==> src/include/cache_macros.svh <==
`ifndef CACHE_MACROS_SVH
`define CACHE_MACROS_SVH

//////////////////////////////////////////////////////////////////////
// Cache geometry
//////////////////////////////////////////////////////////////////////

// Bits held by one cache line
`define CACHE_LINE_BITS 64

// Sets per way
`define CACHE_SETS 4

// Bytes per line, and the byte offset that selects one of them
`define CACHE_LINE_BYTES (`CACHE_LINE_BITS / 8)
`define CACHE_OFFSET_BITS $clog2(`CACHE_LINE_BYTES)

// Address fields above the offset
`define CACHE_INDEX_BITS $clog2(`CACHE_SETS)
`define CACHE_TAG_BITS (32 - `CACHE_INDEX_BITS - `CACHE_OFFSET_BITS)

`endif

==> src/design/cache_pkg.sv <==
`include "cache_macros.svh"

package cache_pkg;

	//////////////////////////////////////////////////////////////////////
	// Address views
	//////////////////////////////////////////////////////////////////////

	// address = tag | index | word select | byte in word
	typedef struct packed {
		logic [`CACHE_TAG_BITS-1:0]      tag;
		logic [`CACHE_INDEX_BITS-1:0]    index;
		logic [`CACHE_OFFSET_BITS-3:0]   word_sel;
		logic [1:0]                      byte_sel;
	} cache_fields_t;

	// Same word, read raw on the memory side or split inside the cache
	typedef union packed {
		logic [31:0]   raw;
		cache_fields_t fields;
	} cache_addr_t;

	//////////////////////////////////////////////////////////////////////
	// Port payloads
	//////////////////////////////////////////////////////////////////////

	// Processor request, held until hit
	typedef struct packed {
		cache_addr_t addr;
		logic        write;
		logic [3:0]  byte_en;
		logic [31:0] wdata;
	} cpu_req_t;

	// Write-back of one whole line
	typedef struct packed {
		logic [31:0]                 addr;
		logic [`CACHE_LINE_BITS-1:0] data;
	} mem_wr_t;

	// Line read request
	typedef struct packed {
		logic [31:0] addr;
	} mem_rd_t;

	// One bit per way
	typedef logic [3:0] way_mask_t;

endpackage

==> src/design/cache_way.sv <==
`timescale 1ns/1ps
`include "cache_macros.svh"

module cache_way (
	input  logic                          clk,
	input  logic                          reset,
	input  cache_pkg::cpu_req_t           req,
	input  logic                          access,
	input  logic                          fill,
	input  logic [`CACHE_LINE_BITS-1:0]   fill_line,
	input  logic [`CACHE_TAG_BITS-1:0]    fill_tag,
	input  logic [`CACHE_INDEX_BITS-1:0]  fill_index,
	output logic                          way_hit,
	output logic                          way_valid,
	output logic                          way_dirty,
	output logic [`CACHE_TAG_BITS-1:0]    way_tag,
	output logic [`CACHE_LINE_BITS-1:0]   way_line,
	output logic [31:0]                   word_out
);

	localparam int WORDS = `CACHE_LINE_BYTES / 4;

	// Per-set state of this way
	logic [`CACHE_SETS-1:0]        valid_bits;
	logic [`CACHE_SETS-1:0]        dirty_bits;
	logic [`CACHE_TAG_BITS-1:0]    tag_mem  [`CACHE_SETS];
	logic [`CACHE_LINE_BITS-1:0]   line_mem [`CACHE_SETS];

	logic [`CACHE_INDEX_BITS-1:0]  index;
	logic [31:0]                   cur_word;
	logic [31:0]                   merged_word;
	logic [`CACHE_LINE_BITS-1:0]   merged_line;

	//////////////////////////////////////////////////////////////////////
	// Lookup at the request's index
	//////////////////////////////////////////////////////////////////////

	assign index     = req.addr.fields.index;
	assign way_valid = valid_bits[index];
	assign way_dirty = dirty_bits[index];
	assign way_tag   = tag_mem[index];
	assign way_line  = line_mem[index];
	assign way_hit   = way_valid && (way_tag == req.addr.fields.tag);

	assign cur_word = way_line[req.addr.fields.word_sel * 32 +: 32];

	// Byte merge of the write data into the addressed word
	always_comb begin
		for (int b = 0; b < 4; b++) begin
			if (req.byte_en[b])
				merged_word[b*8 +: 8] = req.wdata[b*8 +: 8];
			else
				merged_word[b*8 +: 8] = cur_word[b*8 +: 8];
		end
	end

	// Whole line with only the selected word replaced
	always_comb begin
		for (int w = 0; w < WORDS; w++) begin
			if (w == int'(req.addr.fields.word_sel))
				merged_line[w*32 +: 32] = merged_word;
			else
				merged_line[w*32 +: 32] = way_line[w*32 +: 32];
		end
	end

	// A write shows the word as it will be after the edge
	assign word_out = req.write ? merged_word : cur_word;

	//////////////////////////////////////////////////////////////////////
	// State update
	//////////////////////////////////////////////////////////////////////

	always_ff @(posedge clk) begin
		if (reset) begin
			valid_bits <= '0;
			dirty_bits <= '0;
		end else if (fill) begin
			valid_bits[fill_index] <= 1'b1;
			dirty_bits[fill_index] <= 1'b0;
		end else if (access && req.write) begin
			dirty_bits[index] <= 1'b1;
		end
	end

	// Tag and data arrays
	always_ff @(posedge clk) begin
		if (fill) begin
			tag_mem[fill_index]  <= fill_tag;
			line_mem[fill_index] <= fill_line;
		end else if (access && req.write) begin
			line_mem[index] <= merged_line;
		end
	end

endmodule

==> src/design/plru_tree.sv <==
`timescale 1ns/1ps
`include "cache_macros.svh"

module plru_tree (
	input  logic                          clk,
	input  logic                          reset,
	input  logic [`CACHE_INDEX_BITS-1:0]  index,
	input  logic                          touch,
	input  cache_pkg::way_mask_t          hit_ways,
	input  cache_pkg::way_mask_t          valid_ways,
	output cache_pkg::way_mask_t          victim
);

	// Bit 2 picks the half, bit 1 the way in 0/1, bit 0 the way in 2/3
	logic [2:0] tree_bits [`CACHE_SETS];
	logic [2:0] cur_bits;

	assign cur_bits = tree_bits[index];

	// Point the tree away from the way just used
	always_ff @(posedge clk) begin
		if (reset) begin
			for (int s = 0; s < `CACHE_SETS; s++)
				tree_bits[s] <= 3'b000;
		end else if (touch) begin
			case (hit_ways)
				4'b0001: tree_bits[index] <= {2'b11, cur_bits[0]};
				4'b0010: tree_bits[index] <= {2'b10, cur_bits[0]};
				4'b0100: tree_bits[index] <= {1'b0, cur_bits[1], 1'b1};
				4'b1000: tree_bits[index] <= {1'b0, cur_bits[1], 1'b0};
				default: tree_bits[index] <= cur_bits;
			endcase
		end
	end

	// Empty ways go first, lowest number wins
	always_comb begin
		if (!valid_ways[0])
			victim = 4'b0001;
		else if (!valid_ways[1])
			victim = 4'b0010;
		else if (!valid_ways[2])
			victim = 4'b0100;
		else if (!valid_ways[3])
			victim = 4'b1000;
		else begin
			case ({cur_bits[2], cur_bits[2] ? cur_bits[0] : cur_bits[1]})
				2'b00:   victim = 4'b0001;
				2'b01:   victim = 4'b0010;
				2'b10:   victim = 4'b0100;
				default: victim = 4'b1000;
			endcase
		end
	end

endmodule

==> src/design/miss_controller.sv <==
`timescale 1ns/1ps
`include "cache_macros.svh"

module miss_controller (
	input  logic                          clk,
	input  logic                          reset,
	input  cache_pkg::cpu_req_t           req,
	input  logic                          miss,
	input  cache_pkg::way_mask_t          victim,
	input  logic                          victim_dirty,
	input  logic [`CACHE_TAG_BITS-1:0]    victim_tag,
	input  logic [`CACHE_LINE_BITS-1:0]   victim_line,
	input  logic                          mem_write_ack,
	input  logic                          mem_read_ack,
	input  logic [`CACHE_LINE_BITS-1:0]   mem_read_data,
	output logic                          mem_write_req,
	output cache_pkg::mem_wr_t            mem_wr,
	output logic                          mem_read_req,
	output cache_pkg::mem_rd_t            mem_rd,
	output cache_pkg::way_mask_t          fill,
	output logic [`CACHE_LINE_BITS-1:0]   fill_line,
	output logic [`CACHE_TAG_BITS-1:0]    fill_tag,
	output logic [`CACHE_INDEX_BITS-1:0]  fill_index
);

	import cache_pkg::*;

	typedef enum logic [1:0] {
		IDLE,
		WRITE_BACK,
		READ,
		FILL
	} state_t;

	state_t      state;
	way_mask_t   victim_q;
	cache_addr_t wb_addr;
	cache_addr_t rd_addr;
	logic        start;

	// Only an idle controller takes a new miss
	assign start = (state == IDLE) && miss;

	//////////////////////////////////////////////////////////////////////
	// Line addresses, offset bits zero
	//////////////////////////////////////////////////////////////////////

	always_comb begin
		wb_addr              = '0;
		wb_addr.fields.tag   = victim_tag;
		wb_addr.fields.index = req.addr.fields.index;

		rd_addr              = '0;
		rd_addr.fields.tag   = req.addr.fields.tag;
		rd_addr.fields.index = req.addr.fields.index;
	end

	// One-cycle write strobe into the chosen way
	assign fill = (state == FILL) ? victim_q : '0;

	//////////////////////////////////////////////////////////////////////
	// FSM and memory requests
	//////////////////////////////////////////////////////////////////////

	always_ff @(posedge clk) begin
		if (reset) begin
			state         <= IDLE;
			mem_write_req <= 1'b0;
			mem_read_req  <= 1'b0;
		end else begin
			case (state)
				IDLE: begin
					if (miss) begin
						// Dirty victim goes out before the read
						if (victim_dirty) begin
							mem_write_req <= 1'b1;
							state         <= WRITE_BACK;
						end else begin
							mem_read_req <= 1'b1;
							state        <= READ;
						end
					end
				end
				WRITE_BACK: begin
					if (mem_write_ack) begin
						mem_write_req <= 1'b0;
						mem_read_req  <= 1'b1;
						state         <= READ;
					end
				end
				READ: begin
					if (mem_read_ack) begin
						mem_read_req <= 1'b0;
						state        <= FILL;
					end
				end
				FILL: begin
					state <= IDLE;
				end
				default: begin
					state <= IDLE;
				end
			endcase
		end
	end

	// Payloads stay fixed for the whole miss
	always_ff @(posedge clk) begin
		if (start) begin
			victim_q    <= victim;
			mem_wr.addr <= wb_addr.raw;
			mem_wr.data <= victim_line;
			mem_rd.addr <= rd_addr.raw;
			fill_tag    <= req.addr.fields.tag;
			fill_index  <= req.addr.fields.index;
		end
		// Read data is only valid in the ack cycle
		if ((state == READ) && mem_read_ack)
			fill_line <= mem_read_data;
	end

endmodule

==> src/design/cache_4way.sv <==
`timescale 1ns/1ps
`include "cache_macros.svh"

module cache_4way (
	input  logic                          clk,
	input  logic                          reset,
	input  cache_pkg::cpu_req_t           req,
	input  logic                          master_enable,
	output logic [31:0]                   data_out,
	output logic                          hit,
	// Memory ports
	output logic                          mem_write_req,
	output cache_pkg::mem_wr_t            mem_wr,
	input  logic                          mem_write_ack,
	output logic                          mem_read_req,
	output cache_pkg::mem_rd_t            mem_rd,
	input  logic [`CACHE_LINE_BITS-1:0]   mem_read_data,
	input  logic                          mem_read_ack
);

	import cache_pkg::*;

	way_mask_t                      hit_mask;
	way_mask_t                      valid_mask;
	way_mask_t                      dirty_mask;
	way_mask_t                      victim;
	way_mask_t                      fill;
	logic [`CACHE_TAG_BITS-1:0]     way_tags  [4];
	logic [`CACHE_LINE_BITS-1:0]    way_lines [4];
	logic [31:0]                    way_words [4];

	logic                           any_hit;
	logic                           miss;
	logic [31:0]                    hit_word;
	logic                           victim_dirty;
	logic [`CACHE_TAG_BITS-1:0]     victim_tag;
	logic [`CACHE_LINE_BITS-1:0]    victim_line;
	logic [`CACHE_LINE_BITS-1:0]    fill_line;
	logic [`CACHE_TAG_BITS-1:0]     fill_tag;
	logic [`CACHE_INDEX_BITS-1:0]   fill_index;

	//////////////////////////////////////////////////////////////////////
	// Ways
	//////////////////////////////////////////////////////////////////////

	for (genvar i = 0; i < 4; i++) begin : way_gen
		cache_way way_inst (
			.clk        (clk),
			.reset      (reset),
			.req        (req),
			.access     (master_enable && hit_mask[i]),
			.fill       (fill[i]),
			.fill_line  (fill_line),
			.fill_tag   (fill_tag),
			.fill_index (fill_index),
			.way_hit    (hit_mask[i]),
			.way_valid  (valid_mask[i]),
			.way_dirty  (dirty_mask[i]),
			.way_tag    (way_tags[i]),
			.way_line   (way_lines[i]),
			.word_out   (way_words[i])
		);
	end

	assign any_hit = |hit_mask;
	assign miss    = master_enable && !any_hit;

	// Hit word and victim fields, both one-hot selects
	always_comb begin
		hit_word     = '0;
		victim_dirty = 1'b0;
		victim_tag   = '0;
		victim_line  = '0;
		for (int i = 0; i < 4; i++) begin
			if (hit_mask[i])
				hit_word = way_words[i];
			if (victim[i]) begin
				victim_dirty = dirty_mask[i];
				victim_tag   = way_tags[i];
				victim_line  = way_lines[i];
			end
		end
	end

	//////////////////////////////////////////////////////////////////////
	// Replacement and miss handling
	//////////////////////////////////////////////////////////////////////

	plru_tree plru_inst (
		.clk        (clk),
		.reset      (reset),
		.index      (req.addr.fields.index),
		.touch      (master_enable && any_hit),
		.hit_ways   (hit_mask),
		.valid_ways (valid_mask),
		.victim     (victim)
	);

	miss_controller miss_inst (
		.clk           (clk),
		.reset         (reset),
		.req           (req),
		.miss          (miss),
		.victim        (victim),
		.victim_dirty  (victim_dirty),
		.victim_tag    (victim_tag),
		.victim_line   (victim_line),
		.mem_write_ack (mem_write_ack),
		.mem_read_ack  (mem_read_ack),
		.mem_read_data (mem_read_data),
		.mem_write_req (mem_write_req),
		.mem_wr        (mem_wr),
		.mem_read_req  (mem_read_req),
		.mem_rd        (mem_rd),
		.fill          (fill),
		.fill_line     (fill_line),
		.fill_tag      (fill_tag),
		.fill_index    (fill_index)
	);

	// Processor outputs, one cycle after the lookup
	always_ff @(posedge clk) begin
		if (reset)
			hit <= 1'b0;
		else
			hit <= master_enable && any_hit;
	end

	always_ff @(posedge clk) begin
		if (master_enable && any_hit)
			data_out <= hit_word;
	end

endmodule

==> config.mk <==
export PLATFORM = sky130hd
export DESIGN_NAME = cache_4way
export DESIGN_NICKNAME = d
export VERILOG_FILES = /design/src/design/cache_pkg.sv /design/src/design/cache_way.sv /design/src/design/plru_tree.sv /design/src/design/miss_controller.sv /design/src/design/cache_4way.sv
export VERILOG_INCLUDE_DIRS = /design/src /design/src/include
export SDC_FILE = /design/constraint.sdc
export NUM_CORES = 2
export LEC_CHECK = 0
export BUFFER_PORTS_ARGS = -buffer_cell sky130_fd_sc_hd__clkbuf_2
export CAP_MARGIN = 20
export CORE_MARGIN = 5
export CORE_UTILIZATION = 40
export DETAILED_ROUTE_END_ITERATION = 10
export GPL_TIMING_DRIVEN = 0
export HOLD_SLACK_MARGIN = 0.1
export PLACE_DENSITY_LB_ADDON = 0.05
export SYNTH_ARGS = -nofsm -noshare
export SYNTH_HDL_FRONTEND = slang
export SYNTH_HIERARCHICAL = 1
export SYNTH_SLANG_ARGS = --single-unit
export TNS_END_PERCENT = 5
==> constraint.sdc <==
create_clock -name clk -period 9 [get_ports clk]
set_input_delay 0.45 -clock clk [delete_from_list [all_inputs] [get_ports clk]]
set_output_delay 0.45 -clock clk [all_outputs]
set_load 0.1 [all_outputs]
=== Word-level counts from Yosys, hierarchy flattened ===
Memory sizes are Yosys's and may differ from the RTL's.
Cells that the tools add are included.

* Register bits after elaboration: 288
* Bits in writable memories: 1468
* Input bits: 138
* Output and inout bits: 163
* Logic and storage cells: 263
* Memories: 9

* Order comparisons: 4
* Equality and inequality tests: 18
* Shifts and indexed selects: 4
* Multiplexer cells: 154
* Bitwise operators: 17
* Reductions and logical operators: 37

{| class="wikitable"
|+ Memories
! memory !! words !! bits a word !! rd ports !! clocked after memory_dff !! wr ports !! RTL line !! text
|-
| way_gen[0].way_inst.line_mem || 4 || 64 || 1 || 0 || 1 || cache_way.sv:27 || <nowiki>logic [`CACHE_LINE_BITS-1:0] line_mem [`CACHE_SETS];</nowiki>
|-
| way_gen[1].way_inst.line_mem || 4 || 64 || 1 || 0 || 1 || cache_way.sv:27 ||
|-
| way_gen[2].way_inst.line_mem || 4 || 64 || 1 || 0 || 1 || cache_way.sv:27 ||
|-
| way_gen[3].way_inst.line_mem || 4 || 64 || 1 || 0 || 1 || cache_way.sv:27 ||
|-
| way_gen[0].way_inst.tag_mem || 4 || 27 || 1 || 0 || 1 || cache_way.sv:26 || <nowiki>logic [`CACHE_TAG_BITS-1:0] tag_mem [`CACHE_SETS];</nowiki>
|-
| way_gen[1].way_inst.tag_mem || 4 || 27 || 1 || 0 || 1 || cache_way.sv:26 ||
|-
| 3 more memories || -- || -- || -- || -- || -- || -- ||
|}

{| class="wikitable"
|+ Operators with widths
! kind !! number
|-
| 32-bit two-way mux || 16
|-
| 64-bit two-way mux || 8
|-
| 64-bit OR reduction || 4
|-
| 64-bit by 7-bit variable part select with 32-bit output || 4
|-
| 8-bit two-way mux || 16
|-
| 27-bit equality test || 4
|-
| 27-bit two-way mux || 4
|-
| 1-bit two-way mux || 69
|-
| 4-bit two-way mux || 13
|-
| 4-bit bitwise OR || 8
|-
| 1-bit logical AND || 18
|-
| 2-bit two-way mux || 9
|-
| 4-bit bitwise AND || 4
|-
| 1-bit binary-select mux with 2-bit select || 8
|-
| 3-bit two-way mux || 5
|-
| 4-bit one-hot mux with 3 select lines || 1
|-
| 2-bit nonzero test || 5
|-
| 2-bit one-hot mux with 4 select lines || 1
|-
| 4-bit OR reduction || 2
|-
| 2-bit equality test, second input constant || 3
|-
| 2-bit by 3-bit less-than comparator with 1-bit output, second input constant || 2
|-
| 2-bit != test, second input constant || 3
|-
| 5-bit AND reduction || 1
|-
| 1-bit demux with 2-bit select || 2
|-
| 17 further kinds || 24
|}

=== Longest topological paths before layout ===
An unclocked memory read counts as a cell.

* Depth in word-level cells: 15
* Gate-level depth with buffers: 18
* Depth with buffers taken out: 11

=== Modules after synthesis ===
The synthesis kept the hierarchy.

{| class="wikitable"
|+ By module, submodules not included
! module !! instances !! cells each !! area each (µm²) !! seq. area each (µm²)
|-
| cache_way (way_gen[2].way_inst ...) || 2 || 934 || 16095.4 || 11090.6
|-
| cache_way (way_gen[0].way_inst) || 1 || 963 || 16285.6 || 11090.6
|-
| cache_way (way_gen[1].way_inst) || 1 || 920 || 15962.8 || 11090.6
|-
| miss_controller || 1 || 264 || 6284.8 || 5725.5
|-
| cache_4way || 1 || 491 || 4043.9 || 980.9
|-
| plru_tree || 1 || 70 || 770.7 || 360.3
|}

=== Worst setup path before layout ===
OpenSTA, ideal clock, no wires.

* Path type: input port to flip-flop
* Start point: in req[40] (netlist bit)
* End point: mem way_gen[0].way_inst/line_mem[2][0] (netlist bit) (enable)
* Library setup time: 574 ps
* Data arrival time: 7410 ps
* Required time: 8426 ps
* Path slack: 1015 ps
* Cell stages on the path: 13
* Buffers on the path: 3
* Path through: buf_6 -> buf_12 -> buf_6 -> mux2_1 -> mux2_2 -> a22oi_1 -> nand4b_1 -> nor4_2 -> and2_1 -> nand2_1 -> nor2_1 -> nand2_1 -> o21ai_0

{| class="wikitable"
|+ RTL lines
! what !! RTL line !! text
|-
| from (decl) || cache_4way.sv:7 || <nowiki>input cache_pkg::cpu_req_t req,</nowiki>
|-
| to (decl) || cache_way.sv:27 ||
|}

==> run summary <==
Seq cells post-synth -> 1725
status -> completed
Slew headroom -> 17.97%
global-route wire length before repair -> 380600 um
syn_area_per_cell -> 16.51 um^2
largest vdd supply drop -> 0.1914 mV
crit path launch type -> primary input
FF-to-FF End -> way_gen[1].way_inst/line_mem[0][12]$_DFFE_PP_
highest metal layer with signal wires -> met5
Final HPWL DP -> 195500 um
commonest non-fill, non-tap cells in the layout -> edfxtp_1, mux2i_1, nand2_1
WP data arrival -> 8.00 ns
Vias/cell -> 5.947
Pwr per Cell Area -> 232.3 nW/um^2
clock share of power -> 37.0%
dpl cells -> 7442
Hold Path Depth -> 1
switching pwr -> 5.881 mW
hold crit path type -> primary input to flop
Num Clock Sinks -> 1725
Peak Freq -> 0.1332 GHz
Top FF cell, synth -> edfxtp_1
vias in the first global route -> 46972
Ys Warns -> 6
leakage -> 31.30 nW
fillers -> 16411
Routed WL -> 278100 um
Initial Util -> 40.22%
vias post-DR -> 46866
ys async rst share -> 0%
Synth Instances -> 4576
Period minus WS final -> 7.510 ns
Hold EP -> miss_inst/fill_index[0]$_DFFE_PP_
CTS root buf -> clkbuf_16
# DRC -> 0
worst skew pair latency -> 0.83 ns
Clock Tree Buf Depth -> 3
most common cell after layout, fill and taps aside -> edfxtp_1
combinational share of power -> 15.2%
Crit path required time -> 9.49 ns
Routed met1 length -> 111300 um
number of synthesized flops with an enable pin -> 1688
1st-pass router iterations -> 6
max cap viols -> 0
grt ovf -> 0
R2R Path Start -> way_gen[1].way_inst/tag_mem[3][10]$_DFFE_PP_
layout cell share with drive strength beyond 1 -> 22.88%
Seq/Total Area, Yosys -> 68.08%
GRT Total Usage -> 27.65%
sequential share of power -> 47.8%
H-Tree Depth -> 4
initial antenna violation count -> 16
gpl congestion -> 0.8787
Yosys top cell area share -> 67.10%
wire length per cell -> 35.29 um
site row count -> 159
hold wc startpoint -> req[40]
Power Internal -> 14.70 mW
Worst-Margin Slew -> 1.230 ns
Die X -> 444.6 um
ranking of synthesized cells by area -> edfxtp_1, mux4_2, mux2i_1
met2 routed WL -> 136300 um
Port Buffers -> 292
CTS Buf Count -> 189
top cell type by total area after synthesis -> edfxtp_1
RSZ-0062 raised after global routing -> no
Layout area overhead -> 17.31%
largest net degree at the start of global routing -> 48
Critical Path Fanout Max -> 33
Setup Crit Path Kind -> primary input to flop
Synth cell types -> 84
Worst setup EP type -> flop
post-route antenna net violation count -> 0
R2R cell count -> 15
Die Y-Extent -> 444.6 um
final hold vios -> 0
Worst Hold Slack -> 0.1413 ns
core area -> 187800 um^2
initial DRC count -> 5205
fin crit share -> 83.45%
Ports -> 301
multi-input logic area -> 22250 um^2
Reg area -> 51430 um^2
Clock transition at path regs -> 0.06 ns
Synth Cell Area -> 75540 um^2
Clock Skew -> 0.03056 ns
TritonCTS clock tree -> built
NumNets Final -> 5369
Reg2Reg Setup Slack -> 1.76 ns
Final Max Tran Viols -> 0
WL met3 -> 18310 um
switch share -> 28.57%
full die area -> 197600 um^2
cts repair resizes -> 0
Post-Layout Cell Count -> 7880
# setup viols final -> 0
## synthesized netlist by cell type, types with 7 or more instances
cell and number:
mux4_1 14, o22ai_1 133, buf_6 17, a31oi_1 7
and2_1 27, mux4_2 334, a211oi_1 8, nand2_1 441
nor3_1 9, nor2_1 87, buf_12 9, buf_4 70
clkbuf_1 96, a221oi_1 8, nand2b_1 30, inv_1 46
mux2_2 14, a21oi_1 117, xor2_1 48, nor4_1 7
nor2b_1 10, or2_2 10, o21ai_0 298, nand3b_1 10
buf_2 64, a221oi_2 32, buf_1 73, nand4_1 9
edfxtp_1 1688, mux2i_1 478, xnor2_1 34, o21ai_1 98
a22oi_1 96, nand3_1 14, dfxtp_1 37
## registers in the layout (all words and copies together), names as in the netlist, 2 cells and up
signal                       cells
data_out                        32
miss_inst/fill_line             64
miss_inst/fill_tag              26
miss_inst/mem_rd                 2
miss_inst/mem_wr                91
miss_inst/state                  2
miss_inst/victim_q               4
plru_inst/tree_bits             12
way_gen.way_inst/dirty_bits     16
way_gen.way_inst/line_mem     1024
way_gen.way_inst/tag_mem       432
way_gen.way_inst/valid_bits     16
## power by group through the flow
stage	registers (mW)	clock network, mW	logic (mW)
finish	9.84	7.62	3.12
global route	9.87	8.13	3.25
CTS	9.85	7.76	3.13
detailed placement	10.0	0	3.09
global placement	10.1	0	3.00
floorplan	10.6	0	1.37
## worst max-delay path, cell delays in order
cell	delay (ns)
clkbuf_2	0.60
buf_2	0.48
mux4_2	0.40
xnor2_1	0.53
nand4_1	0.36
nor3_1	0.49
and4_1	0.48
buf_4	0.37
buf_2	0.47
and2_1	0.28
nand2_1	0.09
or2_1	0.38
clkbuf_1	0.47
clkbuf_1	0.57
nor3_1	0.36
or2_4	0.73
buf_16	0.34
## kinds of logic after synthesis
kind of cell | synth area share (%)
other | 0.004964
XOR/XNOR | 0.9508
adder cells (fa/ha/maj) | 0.09938
AND/OR/NAND/NOR | 4.002
multiplexers | 17.16
AO/OA/AOI/OAI | 6.993
flip-flops | 68.08
buffers and inverters | 2.705
## final cells by class
class	instances	area share [%]
clock inverters	104	1.041
diodes	5	0.01412
plain buffers	330	2.107
inverters	47	0.1991
repair buffers	453	4.219
well taps	2495	3.523
flip-flops and latches	1725	58.04
clock buffers	242	5.752
multi-input cells	2479	25.11
## per-layer routing
metal	GRT usage (%)	vias to the layer above
met4	10.57	4
met1	36.02	24723
met2	46.73	2098
met3	4.591	463
li1	-	19578
met5	0	-
## stage by stage
step | setup TNS [ns] | setup slack [ns] | cell area [um^2] | util (%) | power [mW]
3_5_place_dp | 0 | 0.7578 | 81710 | 43.51 | 13.11
5_1_grt | 0 | 1.622 | 88610 | 47.18 | 21.26
3_3_place_gp | -3083.17 | -8.811 | 80140 | 42.67 | 13.09
2_1_floorplan | 0 | 1.015 | 75560 | - | 11.97
6_report | 0 | 1.490 | 88620 | 47.19 | 20.58
4_1_cts | 0 | 1.618 | 88590 | 47.17 | 20.75
## what timing repair did
action | CTS | global route
hold endpoints to repair | 86 | 0
setup buffers | 0 | 0
hold buffers | 86 | 0
## worst max-delay path by stage
stage / endpoint / slack, ns / startpoint / cells after the start
final: way_gen[1].way_inst/line_mem[0][12]$_DFFE_PP_ / 1.49 / req[41] / 17
after global routing: way_gen[1].way_inst/line_mem[0][41]$_DFFE_PP_ / 1.62 / req[41] / 17
after CTS: way_gen[1].way_inst/line_mem[0][12]$_DFFE_PP_ / 1.62 / req[41] / 17
after detailed placement: way_gen[1].way_inst/line_mem[0][15]$_DFFE_PP_ / 0.76 / req[41] / 17
after global placement: way_gen[3].way_inst/line_mem[2][14]$_DFFE_PP_ / -8.81 / req[41] / 12
after floorplan: way_gen[0].way_inst/line_mem[2][0]$_DFFE_PP_ / 1.02 / req[40] / 13
Note: power is estimated with default switching activity, not from simulation.
